[src/snd_int_pkg.sv]
// interrupt ids, vectors and status types; three sources only, priority fixed by enum order
package snd_int_pkg;

  ////////////////////
  // sources and vectors

  // lower value wins, tone first
  typedef enum logic [1:0] {
    INT_TONE = 2'd0,
    INT_NS   = 2'd1,
    INT_TIME = 2'd2
  } int_id_e;

  typedef logic [11:0] vec_t;

  localparam vec_t VEC_TONE_BASE  = 12'h020;
  localparam vec_t VEC_NS         = 12'h048;
  localparam vec_t VEC_TIME       = 12'h080;
  localparam vec_t VEC_RANGE_STEP = 12'h004;  // per tone range step

  ////////////////////
  // stage interfaces

  // single clock pulses, already gated by the mode enables
  typedef struct packed {
    logic       tone;
    logic       ns;
    logic       timer;
    logic [1:0] tone_range;  // range of N, picks the tone vector
  } snd_trig_t;

  typedef struct packed {
    logic    active;
    int_id_e id;
    vec_t    vec;
  } int_status_t;

  typedef enum logic {
    INT_IDLE = 1'b0,
    INT_BUSY = 1'b1
  } int_state_e;

endpackage

[src/snd_cfg_pkg.sv]
// register map, widths and bus types; counter tick fixed at one per TICK_DIV clocks, no runtime change
package snd_cfg_pkg;

  ////////////////////
  // bus and value widths

  typedef logic [2:0] wb_adr_t;   // word address
  typedef logic [7:0] wb_dat_t;   // bus data

  typedef logic [7:0] n_t;        // tone reload value
  typedef logic [8:0] tc_t;       // time up-counter
  typedef logic [6:0] rg_t;       // lfsr value
  typedef logic [8:0] pcm_t;      // two's complement sample

  ////////////////////
  // timing

  // clocks per counter tick, one machine cycle of the original part
  localparam int TICK_DIV = 8;

  ////////////////////
  // register map

  localparam wb_adr_t ADR_N       = 3'd0;
  localparam wb_adr_t ADR_MODE    = 3'd1;
  localparam wb_adr_t ADR_DA_VAL  = 3'd2;  // write only
  localparam wb_adr_t ADR_DA_SIGN = 3'd3;
  localparam wb_adr_t ADR_INT_ACK = 3'd4;  // write only, data ignored
  localparam wb_adr_t ADR_RG      = 3'd5;  // read only
  localparam wb_adr_t ADR_STATUS  = 3'd6;  // read only

  // wishbone classic request, master side
  typedef struct packed {
    logic    cyc;
    logic    stb;
    logic    we;
    wb_adr_t adr;
    wb_dat_t dat;
  } wb_req_t;

  typedef struct packed {
    logic    ack;
    wb_dat_t dat;
  } wb_rsp_t;

  // field order matches the MODE register bits 4:0
  typedef struct packed {
    logic [1:0] ns_rate;  // 0..3 selects tc bit 8, 7, 5, 4
    logic       time_ie;
    logic       ns_ie;
    logic       tone_ie;
  } snd_mode_t;

endpackage
[src/upd1771c_snd.sv]
// sound timing block of the uPD1771C behind a wishbone port; no cpu, noise sign fixed at zero
module upd1771c_snd
  import snd_cfg_pkg::*, snd_int_pkg::*;
(
  input  logic    CLK,
  input  logic    rst_n,
  input  wb_req_t wb_req,
  output wb_rsp_t wb_rsp,
  output logic    irq,
  output vec_t    irq_vec,
  output int_id_e irq_id,
  output pcm_t    pcm_out
);

  n_t          n;
  snd_mode_t   mode;
  logic        int_ack;
  rg_t         rg;
  snd_trig_t   trig;
  int_status_t int_status;

  ////////////////////
  // host registers

  snd_host_regs u_host_regs (
    .CLK        (CLK),
    .rst_n      (rst_n),
    .wb_req     (wb_req),
    .wb_rsp     (wb_rsp),
    .rg         (rg),
    .int_status (int_status),
    .n          (n),
    .mode       (mode),
    .int_ack    (int_ack),
    .pcm        (pcm_out)
  );

  snd_timebase u_timebase (
    .CLK   (CLK),
    .rst_n (rst_n),
    .n     (n),
    .mode  (mode),
    .trig  (trig),
    .rg    (rg)
  );

  snd_int_ctrl u_int_ctrl (
    .CLK     (CLK),
    .rst_n   (rst_n),
    .trig    (trig),
    .int_ack (int_ack),
    .status  (int_status)
  );

  assign irq     = int_status.active;
  assign irq_vec = int_status.vec;
  assign irq_id  = int_status.id;

endmodule

[src/snd_int_ctrl.sv]
// one interrupt active at a time; a repeat trigger while pending is merged into one request
module snd_int_ctrl
  import snd_int_pkg::*;
(
  input  logic        CLK,
  input  logic        rst_n,
  input  snd_trig_t   trig,
  input  logic        int_ack,
  output int_status_t status
);

  int_state_e state;
  logic [2:0] pending;       // indexed by int_id_e
  logic [2:0] set_pend;
  logic [2:0] clr_pend;
  logic [1:0] tone_range_q;  // range at the time tone went pending
  logic       grant;
  int_id_e    sel_id;
  vec_t       sel_vec;

  always_comb begin
    set_pend           = '0;
    set_pend[INT_TONE] = trig.tone;
    set_pend[INT_NS]   = trig.ns;
    set_pend[INT_TIME] = trig.timer;
  end

  ////////////////////
  // priority pick

  always_comb begin
    if (pending[INT_TONE]) begin
      sel_id = INT_TONE;
    end else if (pending[INT_NS]) begin
      sel_id = INT_NS;
    end else begin
      sel_id = INT_TIME;
    end
  end

  always_comb begin
    case (sel_id)
      INT_TONE: sel_vec = VEC_TONE_BASE + vec_t'(tone_range_q) * VEC_RANGE_STEP;
      INT_NS:   sel_vec = VEC_NS;
      default:  sel_vec = VEC_TIME;
    endcase
  end

  assign grant    = (state == INT_IDLE) & (|pending);
  assign clr_pend = grant ? (3'b001 << sel_id) : 3'b000;

  ////////////////////
  // state and status

  always_ff @(posedge CLK) begin
    if (!rst_n) begin
      state        <= INT_IDLE;
      pending      <= '0;
      tone_range_q <= '0;
      status       <= '0;
    end else begin
      pending <= (pending & ~clr_pend) | set_pend;  // new trigger wins
      if (trig.tone) begin
        tone_range_q <= trig.tone_range;
      end
      case (state)
        INT_IDLE: begin
          if (grant) begin
            state         <= INT_BUSY;
            status.active <= 1'b1;
            status.id     <= sel_id;   // held until ack
            status.vec    <= sel_vec;
          end
        end
        INT_BUSY: begin
          if (int_ack) begin
            state         <= INT_IDLE;
            status.active <= 1'b0;
          end
        end
        default: state <= INT_IDLE;
      endcase
    end
  end

endmodule

[src/snd_timebase.sv]
// tick prescaler, tone/time counters and lfsr; N may change at any time, range follows it at once
module snd_timebase
  import snd_cfg_pkg::*, snd_int_pkg::*;
(
  input  logic      CLK,
  input  logic      rst_n,
  input  n_t        n,
  input  snd_mode_t mode,
  output snd_trig_t trig,
  output rg_t       rg
);

  logic [$clog2(TICK_DIV)-1:0] pre_cnt;
  logic       tick;
  n_t         nc;            // tone down-counter
  logic       nc_reload;
  logic       nc_reload_d;   // reload seen on the previous tick
  logic [2:0] nuc;           // reload counter
  tc_t        tc;            // time up-counter
  logic [1:0] tone_range;
  logic       tone_cond;
  logic       tone_cond_d;
  logic       time_d;
  logic       ns_sel;
  logic       ns_sel_d;
  logic       tone_edge;
  logic       time_edge;
  logic       ns_edge;

  ////////////////////
  // prescaler

  assign tick = (pre_cnt == TICK_DIV - 1);

  always_ff @(posedge CLK) begin
    if (!rst_n) begin
      pre_cnt <= '0;
    end else if (tick) begin
      pre_cnt <= '0;
    end else begin
      pre_cnt <= pre_cnt + 1'b1;
    end
  end

  ////////////////////
  // counters

  assign nc_reload = (nc == 8'd1);

  always_ff @(posedge CLK) begin
    if (!rst_n) begin
      nc          <= '0;
      nc_reload_d <= 1'b0;
      nuc         <= '0;
      tc          <= '0;
    end else if (tick) begin
      nc          <= nc_reload ? n : nc - 1'b1;
      nc_reload_d <= nc_reload;
      if (nc_reload_d) begin
        nuc <= nuc + 1'b1;  // one tick after the reload
      end
      tc <= tc + 1'b1;      // free running, wraps every 512 ticks
    end
  end

  ////////////////////
  // tone condition

  // higher N ranges tap a faster reload counter bit
  always_comb begin
    if (n < 8'h08) begin
      tone_range = 2'd0;
      tone_cond  = 1'b0;        // too short, no tone
    end else if (n < 8'h10) begin
      tone_range = 2'd0;
      tone_cond  = nuc[2];
    end else if (n < 8'h20) begin
      tone_range = 2'd1;
      tone_cond  = nuc[1];
    end else if (n < 8'h40) begin
      tone_range = 2'd2;
      tone_cond  = nuc[0];
    end else begin
      tone_range = 2'd3;
      tone_cond  = nc_reload_d;
    end
  end

  // noise rate tap
  always_comb begin
    case (mode.ns_rate)
      2'd0:    ns_sel = tc[8];
      2'd1:    ns_sel = tc[7];
      2'd2:    ns_sel = tc[5];
      default: ns_sel = tc[4];
    endcase
  end

  ////////////////////
  // falling edges

  assign tone_edge = tick & tone_cond_d & ~tone_cond;
  assign time_edge = tick & time_d & ~tc[8];
  assign ns_edge   = tick & ns_sel_d & ~ns_sel;

  always_ff @(posedge CLK) begin
    if (!rst_n) begin
      tone_cond_d <= 1'b0;
      time_d      <= 1'b0;
      ns_sel_d    <= 1'b0;
      trig        <= '0;
      rg          <= '0;
    end else begin
      if (tick) begin
        tone_cond_d <= tone_cond;
        time_d      <= tc[8];
        ns_sel_d    <= ns_sel;
      end
      trig.tone       <= tone_edge & mode.tone_ie;
      trig.ns         <= ns_edge & mode.ns_ie;
      trig.timer      <= time_edge & mode.time_ie;
      trig.tone_range <= tone_range;
      // lfsr steps on every ns edge, enabled or not
      if (ns_edge) begin
        rg <= {rg[5:0], ~(rg[5] ^ rg[6])};
      end
    end
  end

endmodule

[src/snd_host_regs.sv]
// wishbone classic slave, zero wait state; read data is only valid in the ack cycle
module snd_host_regs
  import snd_cfg_pkg::*, snd_int_pkg::*;
(
  input  logic        CLK,
  input  logic        rst_n,
  input  wb_req_t     wb_req,
  output wb_rsp_t     wb_rsp,
  input  rg_t         rg,
  input  int_status_t int_status,
  output n_t          n,
  output snd_mode_t   mode,
  output logic        int_ack,
  output pcm_t        pcm
);

  logic    acc;        // new access seen this cycle
  logic    wr_acc;
  logic    rd_acc;
  logic    ack_q;
  wb_dat_t rd_mux;
  wb_dat_t rd_dat;
  logic    ss;         // sample sign
  logic    ts;         // tone sign
  logic [7:0] da_mag;
  pcm_t    pcm_nxt;

  // ack drops for one cycle between back to back accesses
  assign acc    = wb_req.cyc & wb_req.stb & ~ack_q;
  assign wr_acc = acc & wb_req.we;
  assign rd_acc = acc & ~wb_req.we;

  ////////////////////
  // read mux

  always_comb begin
    case (wb_req.adr)
      ADR_N:       rd_mux = n;
      ADR_MODE:    rd_mux = {3'b000, mode};
      ADR_DA_SIGN: rd_mux = {6'b000000, ts, ss};
      ADR_RG:      rd_mux = {1'b0, rg};
      ADR_STATUS:  rd_mux = {int_status.active, 5'b00000, int_status.id};
      default:     rd_mux = '0;  // unmapped and write-only
    endcase
  end

  ////////////////////
  // dac sample

  // magnitude flips when the two signs disagree
  always_comb begin
    da_mag = (ss ^ ts) ? ~wb_req.dat : wb_req.dat;
    if (ss) begin
      pcm_nxt = {1'b1, ~da_mag};  // negative half
    end else begin
      pcm_nxt = {1'b0, da_mag};
    end
  end

  ////////////////////
  // register file

  always_ff @(posedge CLK) begin
    if (!rst_n) begin
      ack_q   <= 1'b0;
      int_ack <= 1'b0;
      n       <= '0;
      mode    <= '0;
      ss      <= 1'b0;
      ts      <= 1'b0;
      pcm     <= '0;
    end else begin
      ack_q   <= acc;
      int_ack <= wr_acc & (wb_req.adr == ADR_INT_ACK);  // one cycle, with ack
      if (wr_acc) begin
        case (wb_req.adr)
          ADR_N:       n <= wb_req.dat;
          ADR_MODE:    mode <= snd_mode_t'(wb_req.dat[4:0]);
          ADR_DA_SIGN: begin
            ss <= wb_req.dat[0];
            ts <= wb_req.dat[1];
          end
          ADR_DA_VAL:  pcm <= pcm_nxt;  // shows on pcm_out with ack
          default: ;
        endcase
      end
    end
  end

  // zero outside a read ack
  always_ff @(posedge CLK) begin
    rd_dat <= rd_acc ? rd_mux : '0;
  end

  assign wb_rsp.ack = ack_q;
  assign wb_rsp.dat = rd_dat;

endmodule

[config.mk]
export PLATFORM = sky130hd
export DESIGN_NAME = upd1771c_snd
export DESIGN_NICKNAME = d
export VERILOG_FILES = /design/src/snd_int_pkg.sv /design/src/snd_cfg_pkg.sv /design/src/upd1771c_snd.sv /design/src/snd_int_ctrl.sv /design/src/snd_timebase.sv /design/src/snd_host_regs.sv
export SDC_FILE = /design/constraint.sdc
export NUM_CORES = 1
export LEC_CHECK = 0
export ABC_AREA = 1
export ABC_CLOCK_PERIOD_IN_PS = 4100
export BUFFER_PORTS_ARGS = -buffer_cell sky130_fd_sc_hd__buf_2
export CELL_PAD_IN_SITES_DETAIL_PLACEMENT = 0
export CELL_PAD_IN_SITES_GLOBAL_PLACEMENT = 1
export CORE_MARGIN = 2
export CORE_UTILIZATION = 45
export DETAILED_ROUTE_END_ITERATION = 8
export MAX_ROUTING_LAYER = met4
export PLACE_DENSITY_LB_ADDON = 0.1
export SETUP_SLACK_MARGIN = 0.5
export SKIP_CTS_REPAIR_TIMING = 1
export SYNTH_ARGS = -nofsm -noshare
export SYNTH_HDL_FRONTEND = slang
export SYNTH_SLANG_ARGS = --single-unit
[constraint.sdc]
create_clock -name CLK -period 4.1 [get_ports CLK]
set_input_delay 0.82 -clock CLK [delete_from_list [all_inputs] [get_ports CLK]]
set_output_delay 0.82 -clock CLK [all_outputs]
set_load 0.02 [all_outputs]
==> summary.txt <==
outcome -> finished clean
R2R Setup Slk -> 2.29 ns
sequential fraction of the synthesis area -> 44.40%
leakage -> 1.938 nW
WS Path Type -> input pin to flop
most frequent cells in the layout -> nand2_1, nor2_1, dfxtp_1
I/O pin count -> 49
number of buffers and inverters on the critical path -> 3
Max-cap violations -> 0
Starting Density -> 46.72%
initial antenna violation count -> 0
worst clock skew -> 0.006609 ns
vias in the first global route -> 2,946
post-route ant nets -> 0
ant diodes -> 0
routed length per instance -> 12.21 um
global-route wire length before repair -> 14,200 um
Multi-input gate area -> 1831 sq um
die area -> 9375 sq um
Register Area -> 1722 sq um
Syn-to-layout area delta -> 11.68%
Total GRT Usage -> 18.97%
num rows -> 33
dpl ws -> 1.594 ns
Cells after DPL -> 659
Clock Path Buffers -> 2
worst-skew pair later-pin latency -> 0.35 ns
CP top delay family -> buffers and inverters
Worst Hold End -> u_timebase.pre_cnt[0]$_SDFF_PP0_
routability cong. -> 0.8398
final non-filler cell total -> 675
Peak VDD IR -> 0.0001802 V
1st-iter DRT viols -> 132
Hold Fails Final Rpt -> 0
Cell Area, Placed -> 4115 sq um
Worst-path clk slew -> 0.09 ns
share of layout cells above drive strength 1 -> 15.26%
GR Overflow Total -> 0
chip width -> 96.83 um
htree depth -> 3
Post-route DRC -> 0
commonest non-fill, non-tap cell in the layout -> nand2_1
Cells after Synth -> 527
NumNets Final -> 587
Worst Reg-to-Reg Cells -> 7
max incr delay on CP -> 0.54 ns
CP startpoint kind -> input pin
Hold WC Path Type -> flop to flop
Hold Crit Start -> u_timebase.pre_cnt[0]$_SDFF_PP0_
root buffer cell -> clkbuf_8
port bufs -> 41
Crit. End Element -> flop
Max Freq -> 471.3 MHz
Post-Syn Area -> 3877 sq um
Slew @ Worst Pin -> 0.7067 ns
cell area after layout -> 4330 sq um
critical path's slowest cell -> buf_2
pwr dens -> 363.4 nW/um^2
cts bufs inserted -> 9
number of clock sinks -> 86
Worst Path Max Fanout -> 44
Yosys cell types -> 35
fin crit share -> 51.76%
unrepaired setup endpoints after global routing -> false
CORE AREA -> 8299 sq um
DR pass1 iterations -> 4
Synth Area per Inst -> 7.358 sq um
fin crit period -> 2.122 ns
routed vias -> 3,226
Routed WL -> 8245 um
TritonCTS clock tree -> built
setup TNS -> 0 ns
Die Span Y -> 96.83 um
fill cell count -> 856
hpwl dp -> 6179 um
Worst Hold Depth -> 1
YS warnings -> 0
Setup-failing EPs final -> 0
largest net degree at the start of global routing -> 45
Slew HR -> 52.89%
required time worst endpoint -> 4.38 ns
CP Cell Sequence -> buf_2 -> inv_2 -> nor2_2 -> inv_1 -> o21ai_0
final setup margin -> 1.978 ns
Critical Path AT -> 2.40 ns
launching point of the worst reg2reg path -> u_timebase.pre_cnt[0]$_SDFF_PP0_
Synth Register Bits -> 86
R2R Path End -> u_timebase.tc[5]$_SDFFE_PN0N_
fin. max-slew vios -> 0
vias per cell -> 4.779
## area by class of cell
class                      instances  share of cell area [%]
clock inverter                     5                   1.474
clock buffer                      11                   3.496
tap                              105                   3.034
timing repair buffer              41                   4.739
multi-input combinational        370                   42.27
sequential                        86                   39.76
inverter                          57                   5.230
## power by group
group / internal (W) / leakage (nW) / total (W) / switching [W]
Combinational: 0.0000256 / 1.13 / 0.0000848 / 0.0000592
Clock: 0.000323 / 0.112 / 0.000642 / 0.000319
Sequential: 0.000842 / 0.694 / 0.000847 / 0.00000493
Total: 0.00119 / 1.94 / 0.00157 / 0.000383
## worst max-delay path by stage
stage | from | end | slack (ns) | cells after the start
final | rst_n | u_timebase.nc[2]$_SDFFE_PN0N_ | 1.98 | 5
after detailed placement | rst_n | u_timebase.nc[2]$_SDFFE_PN0N_ | 1.59 | 5
after floorplan | wb_req[10] | u_host_regs.n[2]$_SDFFE_PN0P_ | 2.49 | 7
after CTS | rst_n | u_timebase.nc[2]$_SDFFE_PN0N_ | 1.96 | 5
after global placement | rst_n | u_timebase.nc[1]$_SDFFE_PN0N_ | 1.63 | 5
after global routing | rst_n | u_timebase.nc[2]$_SDFFE_PN0N_ | 1.79 | 5
## sequential cells by signal, indices dropped and copies added (netlist names), 5 cells and up
register	count
u_timebase.rg	7
u_timebase.tc	9
u_timebase.nc	8
u_host_regs.n	8
u_int_ctrl.status	7
u_host_regs.mode	5
u_timebase.trig	5
u_host_regs.rd_dat	8
u_host_regs.pcm	9
## stage by stage
step                util [%]  hold slack, ns   power, W
finish                 52.18          0.4219   0.001574
global route           52.18          0.4491   0.001638
CTS                    52.18          0.4256   0.001595
detailed placement     49.59          0.4135  0.0009525
global placement       49.59          0.4111  0.0009516
floorplan                  -          0.3992  0.0009331
## synth_stat cells, drive strengths merged
library cell	n	area share (%)
a22o	1	0.23
nand4	2	0.71
conb	1	0.097
a21oi	29	3.7
o21ai	42	5.4
nor3	3	0.39
buf	14	2.5
nand3b	4	0.77
nand2	109	12
dfxtp	86	44
inv	53	5.2
o21a	1	0.19
clkinv	4	0.65
xor2	9	2.0
ha	6	1.9
o211ai	1	0.19
nor4	1	0.16
a31oi	3	0.48
a21boi	1	0.19
nand3	42	5.4
nor2	106	12
xnor2	3	0.68
clkbuf	6	0.61
## per-layer routing
metal,vias to the layer above,GRT usage [%],share of wire [%]
met5,-,-,0
li1,1736,-,-
met1,1437,25.07,49
met2,48,29.65,47
met3,5,3.107,3.2
met4,0,6.501,0.90
## kinds of logic after synthesis
kind of cell    after synthesis  synth area share, %
compound gates               78                10.46
xor+xnor                     12                2.711
simple gates                267                31.43
fa+ha+maj                     6                1.936
flops                        86                44.40
other cells                   1              0.09671
buf+inv                      77                8.971
No activity file was read; power rests on OpenSTA's default activity.
